===== src/rob_defines.svh =====
/*
 * Sizes for the retire side of the core.
 * Unit latencies must be at least 1 cycle.
 * EU_NUM is fixed at 2 by the dispatch routing in the top level.
 */
`ifndef ROB_DEFINES_SVH
`define ROB_DEFINES_SVH

////////////////////
// Widths
////////////////////
`define DP_WIDTH        2   // Dispatch slots per cycle
`define RT_WIDTH        2   // Retire slots per cycle
`define ROB_ENTRY_NUM   16  // Reorder buffer depth, power of 2
`define ARCH_REG_NUM    32  // Architectural registers
`define PHY_REG_NUM     64  // Physical registers (tag space)

////////////////////
// Execution units
////////////////////
`define EU_NUM          2   // Units sharing the CDB
`define EU0_LATENCY     1   // Fast unit
`define EU1_LATENCY     4   // Slow unit

`endif


===== src/rob_pkg.sv =====
/*
 * Shared types for the reorder buffer, units and map table.
 * Index widths follow the sizes in rob_defines.svh.
 */
`include "rob_defines.svh"

package rob_pkg;

    ////////////////////
    // Index types
    ////////////////////
    typedef logic [$clog2(`ARCH_REG_NUM)-1:0]  arch_idx_t;
    typedef logic [$clog2(`PHY_REG_NUM)-1:0]   tag_t;
    typedef logic [$clog2(`ROB_ENTRY_NUM)-1:0] rob_idx_t;
    typedef logic [$clog2(`ROB_ENTRY_NUM):0]   rob_ptr_t;   // MSB is the wrap bit

    // One reorder buffer slot
    typedef struct packed {
        logic      valid;
        arch_idx_t arch_reg;    // Destination register
        tag_t      tag;         // New physical tag
        tag_t      tag_old;     // Tag released at retire
        logic      complete;    // Set from the CDB
        logic      is_branch;
        logic      mispredict;  // Only meaningful on branches
    } rob_entry_t;

    ////////////////////
    // Enums
    ////////////////////
    typedef enum logic {
        RUN,
        FLUSH   // One cycle after a mispredict retire
    } rob_state_e;

    typedef enum logic {
        EU_FAST,    // Unit 0
        EU_SLOW     // Unit 1
    } eu_sel_e;

endpackage


===== src/exec_unit.sv =====
/*
 * Fixed-latency unit. One issue per cycle, LATENCY >= 1.
 * Finished results wait in a queue until granted the CDB.
 * Queue depth equals the ROB size, so it cannot fill in normal use.
 */
`timescale 1ns/1ps
`include "rob_defines.svh"

module exec_unit #(
    parameter int LATENCY = 1
) (
    input  logic              clk_i,
    input  logic              reset_i,
    input  logic              flush_i,            // Drop everything in flight
    input  logic              issue_valid_i,
    input  rob_pkg::tag_t     issue_tag_i,
    input  rob_pkg::rob_idx_t issue_rob_idx_i,
    input  logic              issue_mispredict_i,
    output logic              eu_req_o,           // Queue not empty
    input  logic              eu_gnt_i,           // Pop front at next edge
    output rob_pkg::tag_t     res_tag_o,
    output rob_pkg::rob_idx_t res_rob_idx_o,
    output logic              res_mispredict_o
);
    import rob_pkg::*;

    localparam int DEPTH = `ROB_ENTRY_NUM;
    localparam int PTR_W = $clog2(DEPTH);

    typedef struct packed {
        tag_t     tag;
        rob_idx_t rob_idx;
        logic     mispredict;
    } res_t;

    logic [LATENCY-1:0] pipe_vld_q;     // Stage valids
    res_t               pipe_q [LATENCY];
    res_t               q_mem [DEPTH];
    logic [PTR_W-1:0]   wr_ptr_q, rd_ptr_q;
    logic [PTR_W:0]     cnt_q;
    logic               push, pop;

    ////////////////////
    // Latency pipeline
    ////////////////////
    always_ff @(posedge clk_i) begin
        if (reset_i || flush_i) begin
            pipe_vld_q <= '0;
        end else begin
            pipe_vld_q[0] <= issue_valid_i;
            for (int i = 1; i < LATENCY; i++) begin
                pipe_vld_q[i] <= pipe_vld_q[i-1];
            end
        end
    end

    always_ff @(posedge clk_i) begin   // Payload follows the valids
        pipe_q[0] <= '{issue_tag_i, issue_rob_idx_i, issue_mispredict_i};
        for (int i = 1; i < LATENCY; i++) begin
            pipe_q[i] <= pipe_q[i-1];
        end
    end

    ////////////////////
    // Result queue
    ////////////////////
    assign push     = pipe_vld_q[LATENCY-1];
    assign eu_req_o = (cnt_q != '0);
    assign pop      = eu_gnt_i && eu_req_o;

    always_ff @(posedge clk_i) begin
        if (reset_i || flush_i) begin
            wr_ptr_q <= '0;
            rd_ptr_q <= '0;
            cnt_q    <= '0;
        end else begin
            if (push) wr_ptr_q <= wr_ptr_q + 1'b1;
            if (pop)  rd_ptr_q <= rd_ptr_q + 1'b1;
            cnt_q <= cnt_q + push - pop;   // Push and pop may coincide
        end
    end

    always_ff @(posedge clk_i) begin
        if (push) q_mem[wr_ptr_q] <= pipe_q[LATENCY-1];
    end

    // Front of queue
    assign res_tag_o        = q_mem[rd_ptr_q].tag;
    assign res_rob_idx_o    = q_mem[rd_ptr_q].rob_idx;
    assign res_mispredict_o = q_mem[rd_ptr_q].mispredict;

    // More in flight than the ROB can hold would wrap the queue
    a_no_overflow: assert property (@(posedge clk_i) disable iff (reset_i || flush_i)
        (push && !pop) |-> (cnt_q < DEPTH))
        else $error("exec_unit result queue overflow");

endmodule


===== config.mk =====
export PLATFORM = sky130hd
export DESIGN_NAME = exec_unit
export DESIGN_NICKNAME = d
export VERILOG_FILES = /design/src/rob_pkg.sv /design/src/exec_unit.sv
export VERILOG_INCLUDE_DIRS = /design/src
export SDC_FILE = /design/constraint.sdc
export NUM_CORES = 1
export LEC_CHECK = 0
export BUFFER_PORTS_ARGS = -buffer_cell sky130_fd_sc_hd__buf_2
export CAP_MARGIN = 20
export CORE_AREA = 2 2 123 125
export DETAILED_ROUTE_END_ITERATION = 10
export DIE_AREA = 0 0 125 127
export PLACE_DENSITY = 0.68
export SYNTH_ARGS = -nofsm -noshare
export SYNTH_HDL_FRONTEND = slang
export SYNTH_SLANG_ARGS = --single-unit

===== constraint.sdc =====
create_clock -name clk_i -period 3.6 [get_ports clk_i]
set_input_delay 0.18 -clock clk_i [delete_from_list [all_inputs] [get_ports clk_i]]
set_output_delay 0.18 -clock clk_i [all_outputs]
set_load 0.1 [all_outputs]

**Word level (Yosys, flattened, before mapping)**

Memory sizes are Yosys's and may differ from the RTL's. A register that Yosys moved wholly into a read port is not among the register bits.
Cells that the tools add are included.

- Register bits after elaboration: 14
- Bits in writable memories: 187
- Memories kept: 2

Memories:

| name | depth | width | rd ports | clocked after Yosys merged registers in | wr ports | line | source |
|---|---|---|---|---|---|---|---|
| q_mem | 16 | 11 | 1 | 1 | 1 | exec_unit.sv:38 | `res_t q_mem [DEPTH];` |
| pipe_q | 1 | 11 | 1 | 0 | 1 | exec_unit.sv:37 | `res_t pipe_q [LATENCY];` |

- Muxes and demuxes: 4
- Reductions and logical operators: 3
- Add/subtract/negate cells: 4

Operators with widths:

| kind | count |
|---|---|
| $add A4 B1 Y4 const B | 2 |
| $mux W4 | 2 |
| $add A5 B1 Y5 | 1 |
| $reduce_bool A5 Y1 | 1 |
| $sub A5 B1 Y5 | 1 |
| $mux W1 | 2 |
| $logic_and A1 B1 Y1 | 1 |
| $logic_or A1 B1 Y1 | 1 |

**Longest topological paths before layout**

- Word-level depth: 4
- Mapped depth: 14

**Worst setup path after synthesis**

OpenSTA, ideal clock, no wires.

- Kind: reg-to-reg
- Start point: register cnt_q[3]
- End point: register cnt_q[4]
- Period minus slack after synthesis: 3189 ps
- Data required time: 3530 ps
- Library setup time: 70 ps
- Stages on the path, launching flop included: 15
- Setup slack: 411 ps
- Arrival: 3119 ps
- Cells stage by stage: dfxtp_1 -> inv_1 -> ha_1 -> or4b_1 -> clkbuf_2 -> nand2_1 -> inv_1 -> ha_1 -> inv_1 -> ha_1 -> fa_1 -> a21oi_1 -> nor2_1 -> or3_1 -> a21oi_1

- Word-level cells in the longest chain between the ends: 3

RTL lines:

| what | line | source |
|---|---|---|
| from (decl) | exec_unit.sv:40 | `logic [PTR_W:0] cnt_q;` |
| from (signal assigned) | exec_unit.sv:79 | `cnt_q <= cnt_q + push - pop;` |
| $reduce_bool A5 Y1 | exec_unit.sv:68 | `assign eu_req_o = (cnt_q != '0);` |
| named net eu_req_o | exec_unit.sv:19 | `output logic eu_req_o,` |
| $logic_and A1 B1 Y1 | exec_unit.sv:69 | `assign pop = eu_gnt_i && eu_req_o;` |
| $sub A5 B1 Y5 | exec_unit.sv:79 |  |

The timed path passes the listed nets, and every way through them passes these cells.
A chain may end at the register's enable or synchronous reset.

**Final worst setup path**

- Start point: register cnt_q[2]
- End point: register cnt_q[4]

- Word-level cells in the longest chain between the ends: 3

RTL lines:

| what | line |
|---|---|
| parallel branches: the longest is 2 deep, another holds $add A5 B1 Y5 | -- |
| $sub A5 B1 Y5 (*) | exec_unit.sv:79 |

Every way passes the cells marked *.

==> summary.md <==
| Metric | Value |
|---|---|
| Root Driver | `clkbuf_16` |
| CTS tree | `built` |
| Min Hold Slack | `0.03018 ns` |
| Critical path arrival | `3.39 ns` |
| DR pass1 iterations | `5` |
| Synth area leader | `edfxtp_1` |
| Synthesized area | `0.007870 mm²` |
| Final worst-path cycle share | `0.8302` |
| Initial DRC count | `321` |
| Final ANT Viol Nets | `0` |
| Worst-Skew Late Latency | `0.47 ns` |
| Peak fanout along the critical path | `5` |
| Synth top area share | `0.6715` |
| Final Hold Viols | `0` |
| Mux contribution to synthesized area | `0.1372` |
| Async SR Flop Fraction | `0` |
| Die height | `127 µm` |
| Die width | `125 µm` |
| Setup TNS | `0 ns` |
| Synth top cells by count | `176 x edfxtp_1, 29 x dfxtp_1, 23 x mux4_2, 22 x a22oi_1, 21 x mux4_1` |
| Final Slew Violations | `0` |
| Post-DP HPWL | `8.293 mm` |
| Total Power | `5.396 mW` |
| Worst hold-check path type | `primary input to flip-flop` |
| Core area | `0.01442 mm²` |
| Worst setup EP type | `flip-flop` |
| Seq/Total Area, Yosys | `0.7453` |
| Outcome | `finished clean` |
| Crit path kind | `flip-flop to flip-flop` |
| Clock share of power | `0.370` |
| Final instance area | `0.008904 mm²` |
| Slew headroom | `0.4870` |
| Logic gate share of total power | `0.138` |
| Cell Pwr Density | `606.0 mW/mm²` |
| Min Tclk post-route | `2.989 ns` |
| Main combinational cell family by area after synthesis | `multiplexers` |
| Vias | `3605` |
| Placement Rows | `44` |
| GRT Residual Overflow | `0` |
| Post-synth EDFFs | `176` |
| Sw Share | `0.2396` |
| CTS Buf Count | `19` |
| Mapped Cells | `387` |
| Clock Tree Buf Depth | `3` |
| DP Area | `0.008152 mm²` |
| H-tree depth | `1` |
| # setup viols final | `0` |
| Max-Cap Viols | `0` |
| Initial antenna violation count | `0` |
| Leakage | `2.970 nW` |
| Drt wl/cell | `22.02 µm` |
| XOR/XNOR Fraction of Synth Area | `0.01002` |
| Max Clock Freq | `0.3346 GHz` |
| Synth Area in Compound Gates | `0.02512` |
| Area share of fa/ha/maj cells after synthesis | `0.02003` |
| DRT Wirelength | `13.89 mm` |
| VDD IR max | `0.0006033 V` |
| Final Skew | `0.01296 ns` |
| PortBufs | `27` |
| Pin count of the biggest net entering global routing | `45` |
| Clock Sinks | `205` |
| Netlist cell types | `35` |
| Synth Area in Simple Gates | `0.04070` |
| Antenna diode count | `0` |
| Crit path launch type | `flip-flop` |
| Area growth syn-to-layout | `13.13%` |
| Share of layout cells above drive strength 1 | `0.1902` |
| RSZ-0062 raised after global routing | `false` |
| Switch Pwr | `1.293 mW` |
| Slew @ Worst Pin | `0.7695 ns` |
| Io pins | `28` |
| First-pass GRT wire length | `21.71 mm` |
| Critical Path RT | `4.00 ns` |
| Synthesized flop and latch total | `205` |
| Clk slew on worst S/H paths | `0.06 ns` |
| Total Routing Usage GR | `0.1827` |
| Syn Nets | `415` |
| Number of global-route vias before repair | `3726` |
| Flop pwr share | `0.492` |
| Main synth FF type | `edfxtp_1` |
| Yosys warning count | `0` |
| Residual DRC | `0` |
| Mean Syn Cell Area | `20.34 µm²` |
| Leading cell type by number of instances after synthesis | `edfxtp_1` |
| Initial Util | `0.5456` |
| Nets | `463` |
| Internal | `4.103 mW` |
| Vias per cell | `5.713` |
| Die area | `0.01588 mm²` |
| Area contributors post-synth | `edfxtp_1 67%, dfxtp_1 7.4%, mux4_1 7.0%, mux4_2 6.6%, a22oi_1 2.1%` |
| Routability congestion estimate from global placement | `0.7809` |
routing by layer:
layer  vias to the layer above  part of all wire  global-route usage
met4                         0             0.013             0.04771
met5                         -                 0                   0
met2                        89              0.52              0.3107
met3                        14             0.049             0.02680
li1                       1655                 -                   -
met1                      1847              0.42              0.2541
cell type report:
| cell class | instances | area [µm²] |
|---|---|---|
| clock buffer | 28 | 559.3 |
| clock inverter | 5 | 72.57 |
| fill | 1018 | 5520 |
| inverter | 9 | 33.78 |
| multi-input combinational | 156 | 1834 |
| sequential | 205 | 5868 |
| tap | 184 | 230.2 |
| timing repair buffer | 44 | 305.3 |
logic make-up (layout without fill, tap and decap cells):
logic type	Yosys count	after routing
flip-flops	205	205
buffers and inverters	26	86
multiplexers	45	45
AO/OA/AOI/OAI	28	28
XOR/XNOR	9	9
adder cells (fa/ha/maj)	12	12
AND/OR/NAND/NOR	62	62
registers in the layout, summed over array words and instances, names as in the netlist, named ones only:
signal,flops
cnt_q,5
pipe_q,11
wr_ptr_q,4
pipe_vld_q,1
q_mem,176
rd_ptr_q,4
through the flow:
stage | cells | setup WS, ns | utilization
floorplan | 387 | 0.4111 | -
global placement | 586 | 0.7484 | 0.5651
detailed placement | 586 | 0.6125 | 0.5651
CTS | 631 | 0.5937 | 0.6173
global route | 631 | 0.3991 | 0.6173
finish | 631 | 0.6113 | 0.6173
worst paths after layout:
path	start	to	slack, ns	cells after the start
worst max-delay path	cnt_q[2]$_SDFF_PP0_	cnt_q[4]$_SDFF_PP0_	0.61	13
worst min-delay path	reset_i	cnt_q[0]$_SDFF_PP0_	0.03	3
worst max register to register	cnt_q[2]$_SDFF_PP0_	cnt_q[4]$_SDFF_PP0_	0.61	13
worst min register to register	rd_ptr_q[1]$_SDFFE_PP0N_	flip-flop	0.50	2
power by group through the flow:
stage	Sequential (mW)	Clock [mW]	Combinational, mW
finish	2.66	2.00	0.743
global route	2.66	2.13	0.809
CTS	2.66	2.03	0.759
detailed placement	2.71	0	0.748
global placement	2.70	0	0.730
floorplan	2.69	0	0.659
critical path, stage by stage, from the launching register on:
cell and delay [ns]:
dfxtp_1 0.32, inv_1 0.08, ha_1 0.15, or4b_1 0.53, nand2_1 0.16, inv_1 0.06, ha_1 0.27, inv_1 0.04
ha_1 0.20, fa_1 0.40, a21oi_1 0.16, nor2_1 0.07, or3_1 0.35, a21oi_1 0.14
timing repair:
action,in CTS,in global routing
endpoints found under the hold margin,12,0
gates resized for setup,0,0
hold buffers,12,0
setup buffers,0,0
cell usage in the layout, fill, tap and decap left out, types with 5 or more instances in the layout:
cell type      synthesis  final
a22oi_1               22     22
and2_1                20     20
buf_2                  5     27
clkbuf_16              0     19
clkbuf_8               0      5
dfxtp_1               29     27
dlygate4sd3_1          0     12
edfxtp_1             176    176
ha_1                  11     11
inv_1                  9      9
mux4_1                21     21
mux4_2                23     23
nand2_1               15     15
nor2_1                14     14
xor2_1                 6      6
Power figures use the tool's default switching activity.
