<file path="src/rob_defines.svh">
/*
 * Sizes for the retire side of the core.
 * Unit latencies must be at least 1 cycle.
 * EU_NUM is fixed at 2 by the dispatch routing in the top level.
 */
`ifndef ROB_DEFINES_SVH
`define ROB_DEFINES_SVH

////////////////////
// Widths
////////////////////
`define DP_WIDTH        2   // Dispatch slots per cycle
`define RT_WIDTH        2   // Retire slots per cycle
`define ROB_ENTRY_NUM   16  // Reorder buffer depth, power of 2
`define ARCH_REG_NUM    32  // Architectural registers
`define PHY_REG_NUM     64  // Physical registers (tag space)

////////////////////
// Execution units
////////////////////
`define EU_NUM          2   // Units sharing the CDB
`define EU0_LATENCY     1   // Fast unit
`define EU1_LATENCY     4   // Slow unit

`endif

</file>
<file path="src/rob_pkg.sv">
/*
 * Shared types for the reorder buffer, units and map table.
 * Index widths follow the sizes in rob_defines.svh.
 */
`include "rob_defines.svh"

package rob_pkg;

    ////////////////////
    // Index types
    ////////////////////
    typedef logic [$clog2(`ARCH_REG_NUM)-1:0]  arch_idx_t;
    typedef logic [$clog2(`PHY_REG_NUM)-1:0]   tag_t;
    typedef logic [$clog2(`ROB_ENTRY_NUM)-1:0] rob_idx_t;
    typedef logic [$clog2(`ROB_ENTRY_NUM):0]   rob_ptr_t;   // MSB is the wrap bit

    // One reorder buffer slot
    typedef struct packed {
        logic      valid;
        arch_idx_t arch_reg;    // Destination register
        tag_t      tag;         // New physical tag
        tag_t      tag_old;     // Tag released at retire
        logic      complete;    // Set from the CDB
        logic      is_branch;
        logic      mispredict;  // Only meaningful on branches
    } rob_entry_t;

    ////////////////////
    // Enums
    ////////////////////
    typedef enum logic {
        RUN,
        FLUSH   // One cycle after a mispredict retire
    } rob_state_e;

    typedef enum logic {
        EU_FAST,    // Unit 0
        EU_SLOW     // Unit 1
    } eu_sel_e;

endpackage

</file>
<file path="src/arch_map_table.sv">
/*
 * Committed register map, written at retire.
 * Resets to the identity map, register r to tag r.
 * Same register in both slots: the younger slot wins.
 */
`timescale 1ns/1ps
`include "rob_defines.svh"

module arch_map_table (
    input  logic                                 clk_i,
    input  logic                                 reset_i,
    input  logic [`RT_WIDTH-1:0]                 rt_valid_i,
    input  rob_pkg::arch_idx_t [`RT_WIDTH-1:0]   rt_arch_reg_i,
    input  rob_pkg::tag_t [`RT_WIDTH-1:0]        rt_tag_i,
    input  rob_pkg::arch_idx_t                   rd_arch_i,
    output rob_pkg::tag_t                        rd_tag_o
);
    import rob_pkg::*;

    tag_t map_q [`ARCH_REG_NUM];

    always_ff @(posedge clk_i) begin
        if (reset_i) begin
            for (int r = 0; r < `ARCH_REG_NUM; r++) begin
                map_q[r] <= tag_t'(r);
            end
        end else begin
            // Later slot assigned last, so it overrides
            for (int s = 0; s < `RT_WIDTH; s++) begin
                if (rt_valid_i[s]) map_q[rt_arch_reg_i[s]] <= rt_tag_i[s];
            end
        end
    end

    assign rd_tag_o = map_q[rd_arch_i];   // Combinational read

endmodule

</file>
<file path="config.mk">
export PLATFORM = sky130hd
export DESIGN_NAME = arch_map_table
export DESIGN_NICKNAME = d
export VERILOG_FILES = /design/src/rob_pkg.sv /design/src/arch_map_table.sv
export VERILOG_INCLUDE_DIRS = /design/src
export SDC_FILE = /design/constraint.sdc
export NUM_CORES = 1
export LEC_CHECK = 0
export ABC_CLOCK_PERIOD_IN_PS = 3670
export BUFFER_PORTS_ARGS = -buffer_cell sky130_fd_sc_hd__buf_2
export CORE_MARGIN = 1
export CORE_UTILIZATION = 55
export DETAILED_ROUTE_END_ITERATION = 8
export PLACE_DENSITY = 0.74
export SLEW_MARGIN = 20
export SYNTH_ARGS = -nofsm -noshare
export SYNTH_HDL_FRONTEND = slang
export SYNTH_SLANG_ARGS = --single-unit
</file>
<file path="constraint.sdc">
create_clock -name clk_i -period 3.67 [get_ports clk_i]
set_clock_uncertainty 0.15 [all_clocks]
set_input_delay 0.5505 -clock clk_i [delete_from_list [all_inputs] [get_ports clk_i]]
set_output_delay 0.5505 -clock clk_i [all_outputs]
set_load 0.02 [all_outputs]
</file>
# Word level (Yosys, flattened, before mapping)
# Memories as Yosys holds them, arrays and structs flattened.
# Cells that the tools add are included.
dict set report word_totals {
  regBits 0
  latchBits 0
  ram_bits 192
  mem_bits_ro 0
  input_bits 31
  output_inout_bits 6
  wordCells 17
  memories 1
}
dict set report classes {
  add_sub_neg 0
  n_mul 0
  n_div 0
  magnitude_cmp 0
  eq_ne 0
  shifts 0
  muxes 14
  bitwise_logic 0
  n_reduce_logical 2
}
# memory depth width rd rd_clocked_by_memory_dff write_ports line_no
set memory_table {}
lappend memory_table {map_q 32 6 1 0 32 arch_map_table.sv:20} ;# tag_t map_q [`ARCH_REG_NUM];
# cell n
set ops {}
lappend ops {{two-way mux 6 bit} 2}
lappend ops {{OR reduction 6 bit} 2}
lappend ops {{two-way mux 1 bit} 10}
lappend ops {{two-way mux 5 bit} 2}

# Depth between registers and ports, before layout
# Gate-level depths: netlist of run 1.
dict set report logic_depth {
  ltp_word 5
  depth_mapped 6
  ltp_nobuf 3
}

# Worst setup path after synthesis of run 1
# OpenSTA, ideal clock, no wires.
dict set report synth_timing {
  path_type {input -> output}
  from {input rd_arch_i[2]}
  to {output rd_tag_o[0]}
  t_arrival_ns 2.340
  required_time_ns 2.969
  slack_ns 0.630
  path_stages 5
  n_path_buf 2
  cell_sequence {clkbuf_1 > clkbuf_1 > mux4_2 > mux4_2 > mux2_2}
}
dict set report synth_between {
  elab_chain_len 1
}
# element line_no
set synth_lines {}
lappend synth_lines {{from (decl)} arch_map_table.sv:15} ;# input rob_pkg::arch_idx_t rd_arch_i,
lappend synth_lines {{memory read (32 x 6 bit)} --}
lappend synth_lines {{to (decl)} arch_map_table.sv:16} ;# output rob_pkg::tag_t rd_tag_o
# Every way passes these cells.

# Worst setup path in the final report of run 1
dict set report layout_timing {
  from {input rd_arch_i[1]}
  to {output rd_tag_o[1]}
}
# The elaborated chain is that of the path after synthesis.

==> results.sh, run 1 <==
export IMPL_outcome="finished clean"
export IMPL_classification_of_the_worst_slack_hold_path="input pin to flip-flop"
export IMPL_leakagePower_uw=0.00376
export IMPL_synth_cell_area_sq_mm=0.0104
export IMPL_most_common_library_cell_in_the_layout_ignoring_fill_and_taps="edfxtp_1"
export IMPL_grt_pass1_wl_mm=48.3
export IMPL_num_antenna_cells=0
export IMPL_gp_congestion=0.967
export IMPL_die_width_um=139
export IMPL_core_sq_mm=0.0182
export IMPL_initial_utilization=0.570
export IMPL_cp_start_kind="input pin"
export IMPL_highest_layer="met5"
export IMPL_port_buffers=36
export IMPL_count_of_synthesis_stage_warnings_from_yosys=0
export IMPL_clock_path_buffers=2
export IMPL_die_area_sq_mm=0.0194
export IMPL_share_clk_of_total_power=0.377
export IMPL_numCtsBuffers=17
export IMPL_top_register_by_number_of_flip_flops="map_q"
export IMPL_relative_contribution_of_sequential_cells_to_total_power=0.511
export IMPL_post_cts_resize_count=0
export IMPL_post_synth_top_area_fraction=0.556
export IMPL_finalWorstPathRequiredPeriod_ns=3.30
export IMPL_vdd_drop_max_uv=355
export IMPL_maximum_number_of_pins_on_one_net_before_global_route_repair=49
export IMPL_commonest_cells_after_routing_fill_and_taps_aside="edfxtp_1, a22o_1, mux4_2"
export IMPL_grt_pass1_vias=7207
export IMPL_fmax_mhz=303
export IMPL_cts_repair_timing_setup_buffer_count=0
export IMPL_grt_total_usage=0.348
export IMPL_numClockSinks=192
export IMPL_syn_nets=770
export IMPL_layout_drive_gt1_share=0.222
export IMPL_synth_top_cells_by_area="edfxtp_1, mux4_2, a22o_1, a2bb2oi_1, clkbuf_1"
export IMPL_filler_cells_inserted=1363
export IMPL_finalHoldViolCount=0
export IMPL_htree_levels=4
export IMPL_critical_path_required_ns=2.97
export IMPL_drt_vias_per_instance=7.97
export IMPL_gr_total_overflow=0
export IMPL_synth_largest_area_cell="edfxtp_1"
export IMPL_met2WireLength_mm=15.3
export IMPL_number_of_flip_flops_and_latches_in_the_synthesized_netlist=192
export IMPL_hold_worst_slack_ns=0.581
export IMPL_detailedPlacementHpwl_mm=22.3
export IMPL_netSwitchingPower_uw=1220
export IMPL_grt_antenna_before_repair=2
export IMPL_routed_wire_length_per_instance_um=33.4
export IMPL_detailedRoute_firstIterationViolations=1457
export IMPL_maxCapViolCount=0
export IMPL_power_density_over_cell_area_mw_per_mm2=449
export IMPL_finalSetupTns_ns=0
export IMPL_synth_cell_type_count=37
export IMPL_worstHoldPathCells=2
export IMPL_finalSetupViolations=0
export IMPL_swShare=0.239
export IMPL_io_pin_count=37
export IMPL_clk_transition_reported_paths_ns=0.07
export IMPL_detailroute_via_count=7810
export IMPL_crit_fanout=24
export IMPL_floorplan_rows=49
export IMPL_cp_data_arrival_time_ns=2.60
export IMPL_largest_register_ffs=192
export IMPL_critPathKind="input pin to primary output"
export IMPL_nets=771
export IMPL_die_h_um=139
export IMPL_combinational_fraction_of_design_power=0.112
export IMPL_syn_to_final_growth_pct=9.29
export IMPL_number_of_buffers_inserted_for_hold_repair_after_clock_tree_synthesis=0
export IMPL_ys_seq_area_frac=0.556
export IMPL_clock_tree_root_cell="clkbuf_16"
export IMPL_synth_cells=739
export IMPL_cellInternalPower_uw=3880
export IMPL_final_max_slew_violation_count=0
export IMPL_routedLengthMet1_mm=11.6
export IMPL_drt_pass1_iterations=9
export IMPL_rsz_0062_raised_after_global_routing="false"
export IMPL_period_share=0.900
export IMPL_synth_avg_cell_area_sq_um=14.0
export IMPL_biggestRegsByFlops="map_q: 192 flops"
export IMPL_drt_total_wl_mm=32.7
export IMPL_tightestPinTransition_ns=0.955
export IMPL_worst_setup_path_end_kind="primary output"
export IMPL_postRouteAntennaNets=0
export IMPL_totalPowerFinal_uw=5090
export IMPL_tritoncts_clock_tree="built"
export IMPL_worst_slew_margin_rel=0.363
export IMPL_routed_wl_met3_mm=4.84
export IMPL_drcViolationCount=0
-- kinds of logic after synthesis --
group                  Yosys count  share of synthesized area
multiplexers                    66                      0.137
AO/OA/AOI/OAI                  253                      0.199
AND/OR/NAND/NOR                138                     0.0731
buffers and inverters           90                     0.0355
flip-flops                     192                      0.556
-- synthesized netlist by cell type (all sizes together) --
cell	number
nand2	48
nor3	5
o22a	5
a211oi	31
or3	6
and4b	2
o21ai	1
inv	9
nand3b	6
a22oi	30
nor4b	2
or4b	2
nand3	3
mux2	6
nor3b	6
nor2	34
mux4	60
nand4b	2
a21oi	28
a211o	4
and4bb	2
buf	12
clkbuf	69
or3b	6
and3	2
nor4bb	2
nand4bb	4
a2bb2oi	41
and3b	6
a22o	108
o22ai	3
edfxtp	192
o211ai	2
-- final timing paths --
check / start / end
hold / removal: rt_tag_i[4] / map_q[31][4]
setup / recovery: rd_arch_i[1] / rd_tag_o[1]
-- cell type report --
class                   instances  area, sq um  area share
multi-input cells             457         4240       0.374
repair buffers                 63          408      0.0360
clock buffers                  18          429      0.0379
clock inverters                12          168      0.0148
inverters                       9         33.8     0.00298
flip-flops and latches        192         5770       0.509
well taps                     229          287      0.0253
-- worst max-delay path, stage by stage --
cell and delay [ns]:
buf_2 0.11, buf_4 0.40, mux4_2 0.57, mux4_2 0.50, mux2_2 0.30, buf_2 0.16
-- stage by stage --
step	setup slack [ns]	cell area, sq um	std cells	util
floorplan	0.630	10400	739	-
global placement	0.408	10700	950	0.590
detailed placement	0.366	10700	950	0.590
CTS	0.365	11300	980	0.622
global route	0.271	11300	980	0.622
finish	0.366	11300	980	0.622
-- per-layer routing --
layer | vias to the layer above | track usage
met2 | 775 | 0.547
met1 | 3831 | 0.484
met3 | 105 | 0.0840
met5 | - | 0
met4 | 2 | 0.108
li1 | 3097 | -
-- power by group through the flow --
stage / clock, uW / sequential, uW / combinational (uW)
3_3_place_gp: 0 / 2650 / 537
2_1_floorplan: 0 / 2600 / 373
3_5_place_dp: 0 / 2650 / 550
6_report: 1920 / 2600 / 569
4_1_cts: 1910 / 2600 / 553
5_1_grt: 1990 / 2610 / 585
No activity file was read; power rests on OpenSTA's default activity.
==> run 2, diff against run 1 <==
- ABC_AREA: default -> 1
- BUFFER_PORTS_ARGS: -buffer_cell sky130_fd_sc_hd__buf_2 -> -buffer_cell sky130_fd_sc_hd__buf_4
- SKIP_LAST_GASP: default -> 1
==> run 2 against run 1 <==
Effect of this change:
- hold slack worse by 0.31 ns
- routed wire length up 0.77%
- sequential share of layout area down 0.59 points
- count of clock-buffer cells in the layout unchanged
- largest cell class unchanged
- clock power about the same
- non-clock buffer count down 9
- synthesized cell count up 65%
- sequential power about the same
- largest power group unchanged
==> results.sh, run 2 <==
export IMPL_fmax_mhz=347
export IMPL_finalSetupViolations=0
export IMPL_postSynth_asyncResetShare=0
export IMPL_multi_input_comb_area_sq_mm=0.00405
export IMPL_tritoncts_clock_tree="built"
export IMPL_power_density_over_cell_area_mw_per_mm2=441
export IMPL_post_cts_resize_count=0
export IMPL_grt_antenna_before_repair=0
export IMPL_maximum_number_of_pins_on_one_net_before_global_route_repair=97
export IMPL_largest_register_ffs=192
export IMPL_drt_total_wl_mm=33.0
export IMPL_post_synth_top_area_fraction=0.547
export IMPL_top_usage_layer="met2"
export IMPL_detailedRoute_firstIterationViolations=1747
export IMPL_worst_setup_path_end_kind="primary output"
export IMPL_dpl_cell_area_sq_mm=0.0109
export IMPL_numCtsBuffers=17
export IMPL_synthMostInstantiatedCell="nand2_1"
export IMPL_nets=1235
export IMPL_routed_wire_length_per_instance_um=22.7
export IMPL_vdd_drop_max_uv=317
export IMPL_gp_congestion=0.952
export IMPL_grt_pass1_wl_mm=49.6
export IMPL_ys_flop_type="edfxtp_1"
export IMPL_clk_transition_reported_paths_ns=0.07
export IMPL_drt_vias_per_instance=6.60
export IMPL_synth_largest_area_cell="edfxtp_1"
export IMPL_finalWorstPathRequiredPeriod_ns=2.88
export IMPL_synth_top_cells_by_area="edfxtp_1, nand2_1, nand3_1, o21ai_0, o22ai_1"
export IMPL_grt_pass1_vias=8578
export IMPL_most_common_library_cell_in_the_layout_ignoring_fill_and_taps="nand2_1"
export IMPL_outcome="finished clean"
export IMPL_port_buffers=36
export IMPL_commonest_cells_after_routing_fill_and_taps_aside="nand2_1, nand3_1, edfxtp_1"
export IMPL_clock_tree_root_cell="clkbuf_16"
export IMPL_period_share=0.785
export IMPL_top_register_by_number_of_flip_flops="map_q"
export IMPL_leakagePower_uw=0.00435
export IMPL_cts_repair_timing_setup_buffer_count=0
export IMPL_seq_area_sq_mm=0.00577
export IMPL_count_of_synthesis_stage_warnings_from_yosys=0
export IMPL_gr_usage_met2=0.518
export IMPL_totalPowerFinal_uw=5060
export IMPL_classification_of_the_worst_slack_hold_path="input pin to flip-flop"
export IMPL_number_of_buffers_inserted_for_hold_repair_after_clock_tree_synthesis=0
export IMPL_drcViolationCount=0
export IMPL_die_width_um=140
export IMPL_finalSetupTns_ns=0
export IMPL_initial_utilization=0.563
export IMPL_critical_path_required_ns=2.97
export IMPL_core_sq_mm=0.0187
export IMPL_syn_to_final_growth_pct=8.90
export IMPL_syn_nets=1254
export IMPL_number_of_flip_flops_and_latches_in_the_synthesized_netlist=192
export IMPL_crit_fanout=48
export IMPL_finish_instance_area_sq_mm=0.0115
export IMPL_critPathKind="input pin to primary output"
export IMPL_final_max_slew_violation_count=0
export IMPL_met3_usage=0.0821
export IMPL_io_pin_count=37
export IMPL_die_h_um=140
export IMPL_tightestPinTransition_ns=0.884
export IMPL_ys_seq_area_frac=0.547
export IMPL_synth_avg_cell_area_sq_um=8.61
export IMPL_grt_total_usage=0.343
export IMPL_finalHoldViolCount=0
export IMPL_global_route_usage_met1=0.471
export IMPL_clock_path_buffers=2
export IMPL_gr_total_overflow=0
export IMPL_worst_slew_margin_rel=0.410
export IMPL_floorplan_rows=50
export IMPL_biggestRegsByFlops="map_q: 192 flops"
export IMPL_htree_levels=4
export IMPL_detailedPlacementHpwl_mm=21.3
export IMPL_detailroute_via_count=9580
export IMPL_die_area_sq_mm=0.0197
export IMPL_cp_data_arrival_time_ns=2.18
export IMPL_synth_commonest_cells="nand2_1, nand3_1, edfxtp_1"
export IMPL_synth_cell_area_sq_mm=0.0105
export IMPL_layout_drive_gt1_share=0.0953
export IMPL_worstHoldPathCells=3
export IMPL_numClockSinks=192
export IMPL_synth_edff_count=192
export IMPL_maxCapViolCount=0
export IMPL_num_antenna_cells=0
export IMPL_drt_pass1_iterations=7
export IMPL_synth_cells=1223
export IMPL_postRouteAntennaNets=0
export IMPL_rsz_0062_raised_after_global_routing="false"
export IMPL_synth_cell_type_count=26
export IMPL_cp_start_kind="input pin"
export IMPL_filler_cells_inserted=1579
## run 2: routing by layer
metal  part of all wire  up-vias  wire length, um
met3               0.16      119             5260
met2               0.43      859            14300
met5                  0        -                0
met1               0.36     4343            12000
met4              0.043        0             1420
li1                   -     4259                -
## run 2: worst max-delay path: stages
cell and delay [ns]:
buf_4 0.13, inv_2 0.33, buf_12 0.28, nand2_1 0.07, nand3_1 0.09, nand3_1 0.14
nand2_1 0.15, nand2_1 0.07, nand2_1 0.09, nand2_1 0.05, nand2_1 0.06, buf_4 0.13
## run 2: kinds of logic (layout without fill, tap and decap cells)
kind of cell	after synthesis	after routing	synth area share
and+or+nand+nor	615	615	0.258
AOI/OAI and AO/OA	235	235	0.127
DFF	192	192	0.547
buffers and inverters	181	175	0.0676
## run 2: worst paths after layout
kind	end	startpoint	slack [ns]
hold / removal	map_q[6][2]	rt_tag_i[8]	0.27
setup / recovery	rd_tag_o[5]	rd_arch_i[0]	0.79
## run 2: cell type report
cell class                      instances  area share
Timing Repair Buffer                   54      0.0375
Clock inverter                         14      0.0142
Inverter                               89      0.0291
Sequential cell                       192       0.503
Clock buffer                           18      0.0374
Tap cell                              234      0.0255
Multi-Input combinational cell        850       0.353
## run 2: through the flow
step / utilization / setup slack (ns) / hold slack [ns] / instances
floorplan: - / 1.36 / 0.608 / 1223
global placement: 0.581 / 0.881 / 0.709 / 1419
detailed placement: 0.581 / 0.874 / 0.713 / 1419
CTS: 0.613 / 0.861 / 0.263 / 1451
global route: 0.613 / 0.679 / 0.307 / 1451
finish: 0.613 / 0.790 / 0.272 / 1451
## run 2: where the power goes
part / switching, uW / internal [uW] / leakage (uW) / total (uW)
clock: 827 / 1070 / 0.000276 / 1900
sequential: 42.3 / 2540 / 0.00187 / 2580
combinational: 429 / 148 / 0.00220 / 577
total: 1300 / 3760 / 0.00435 / 5060
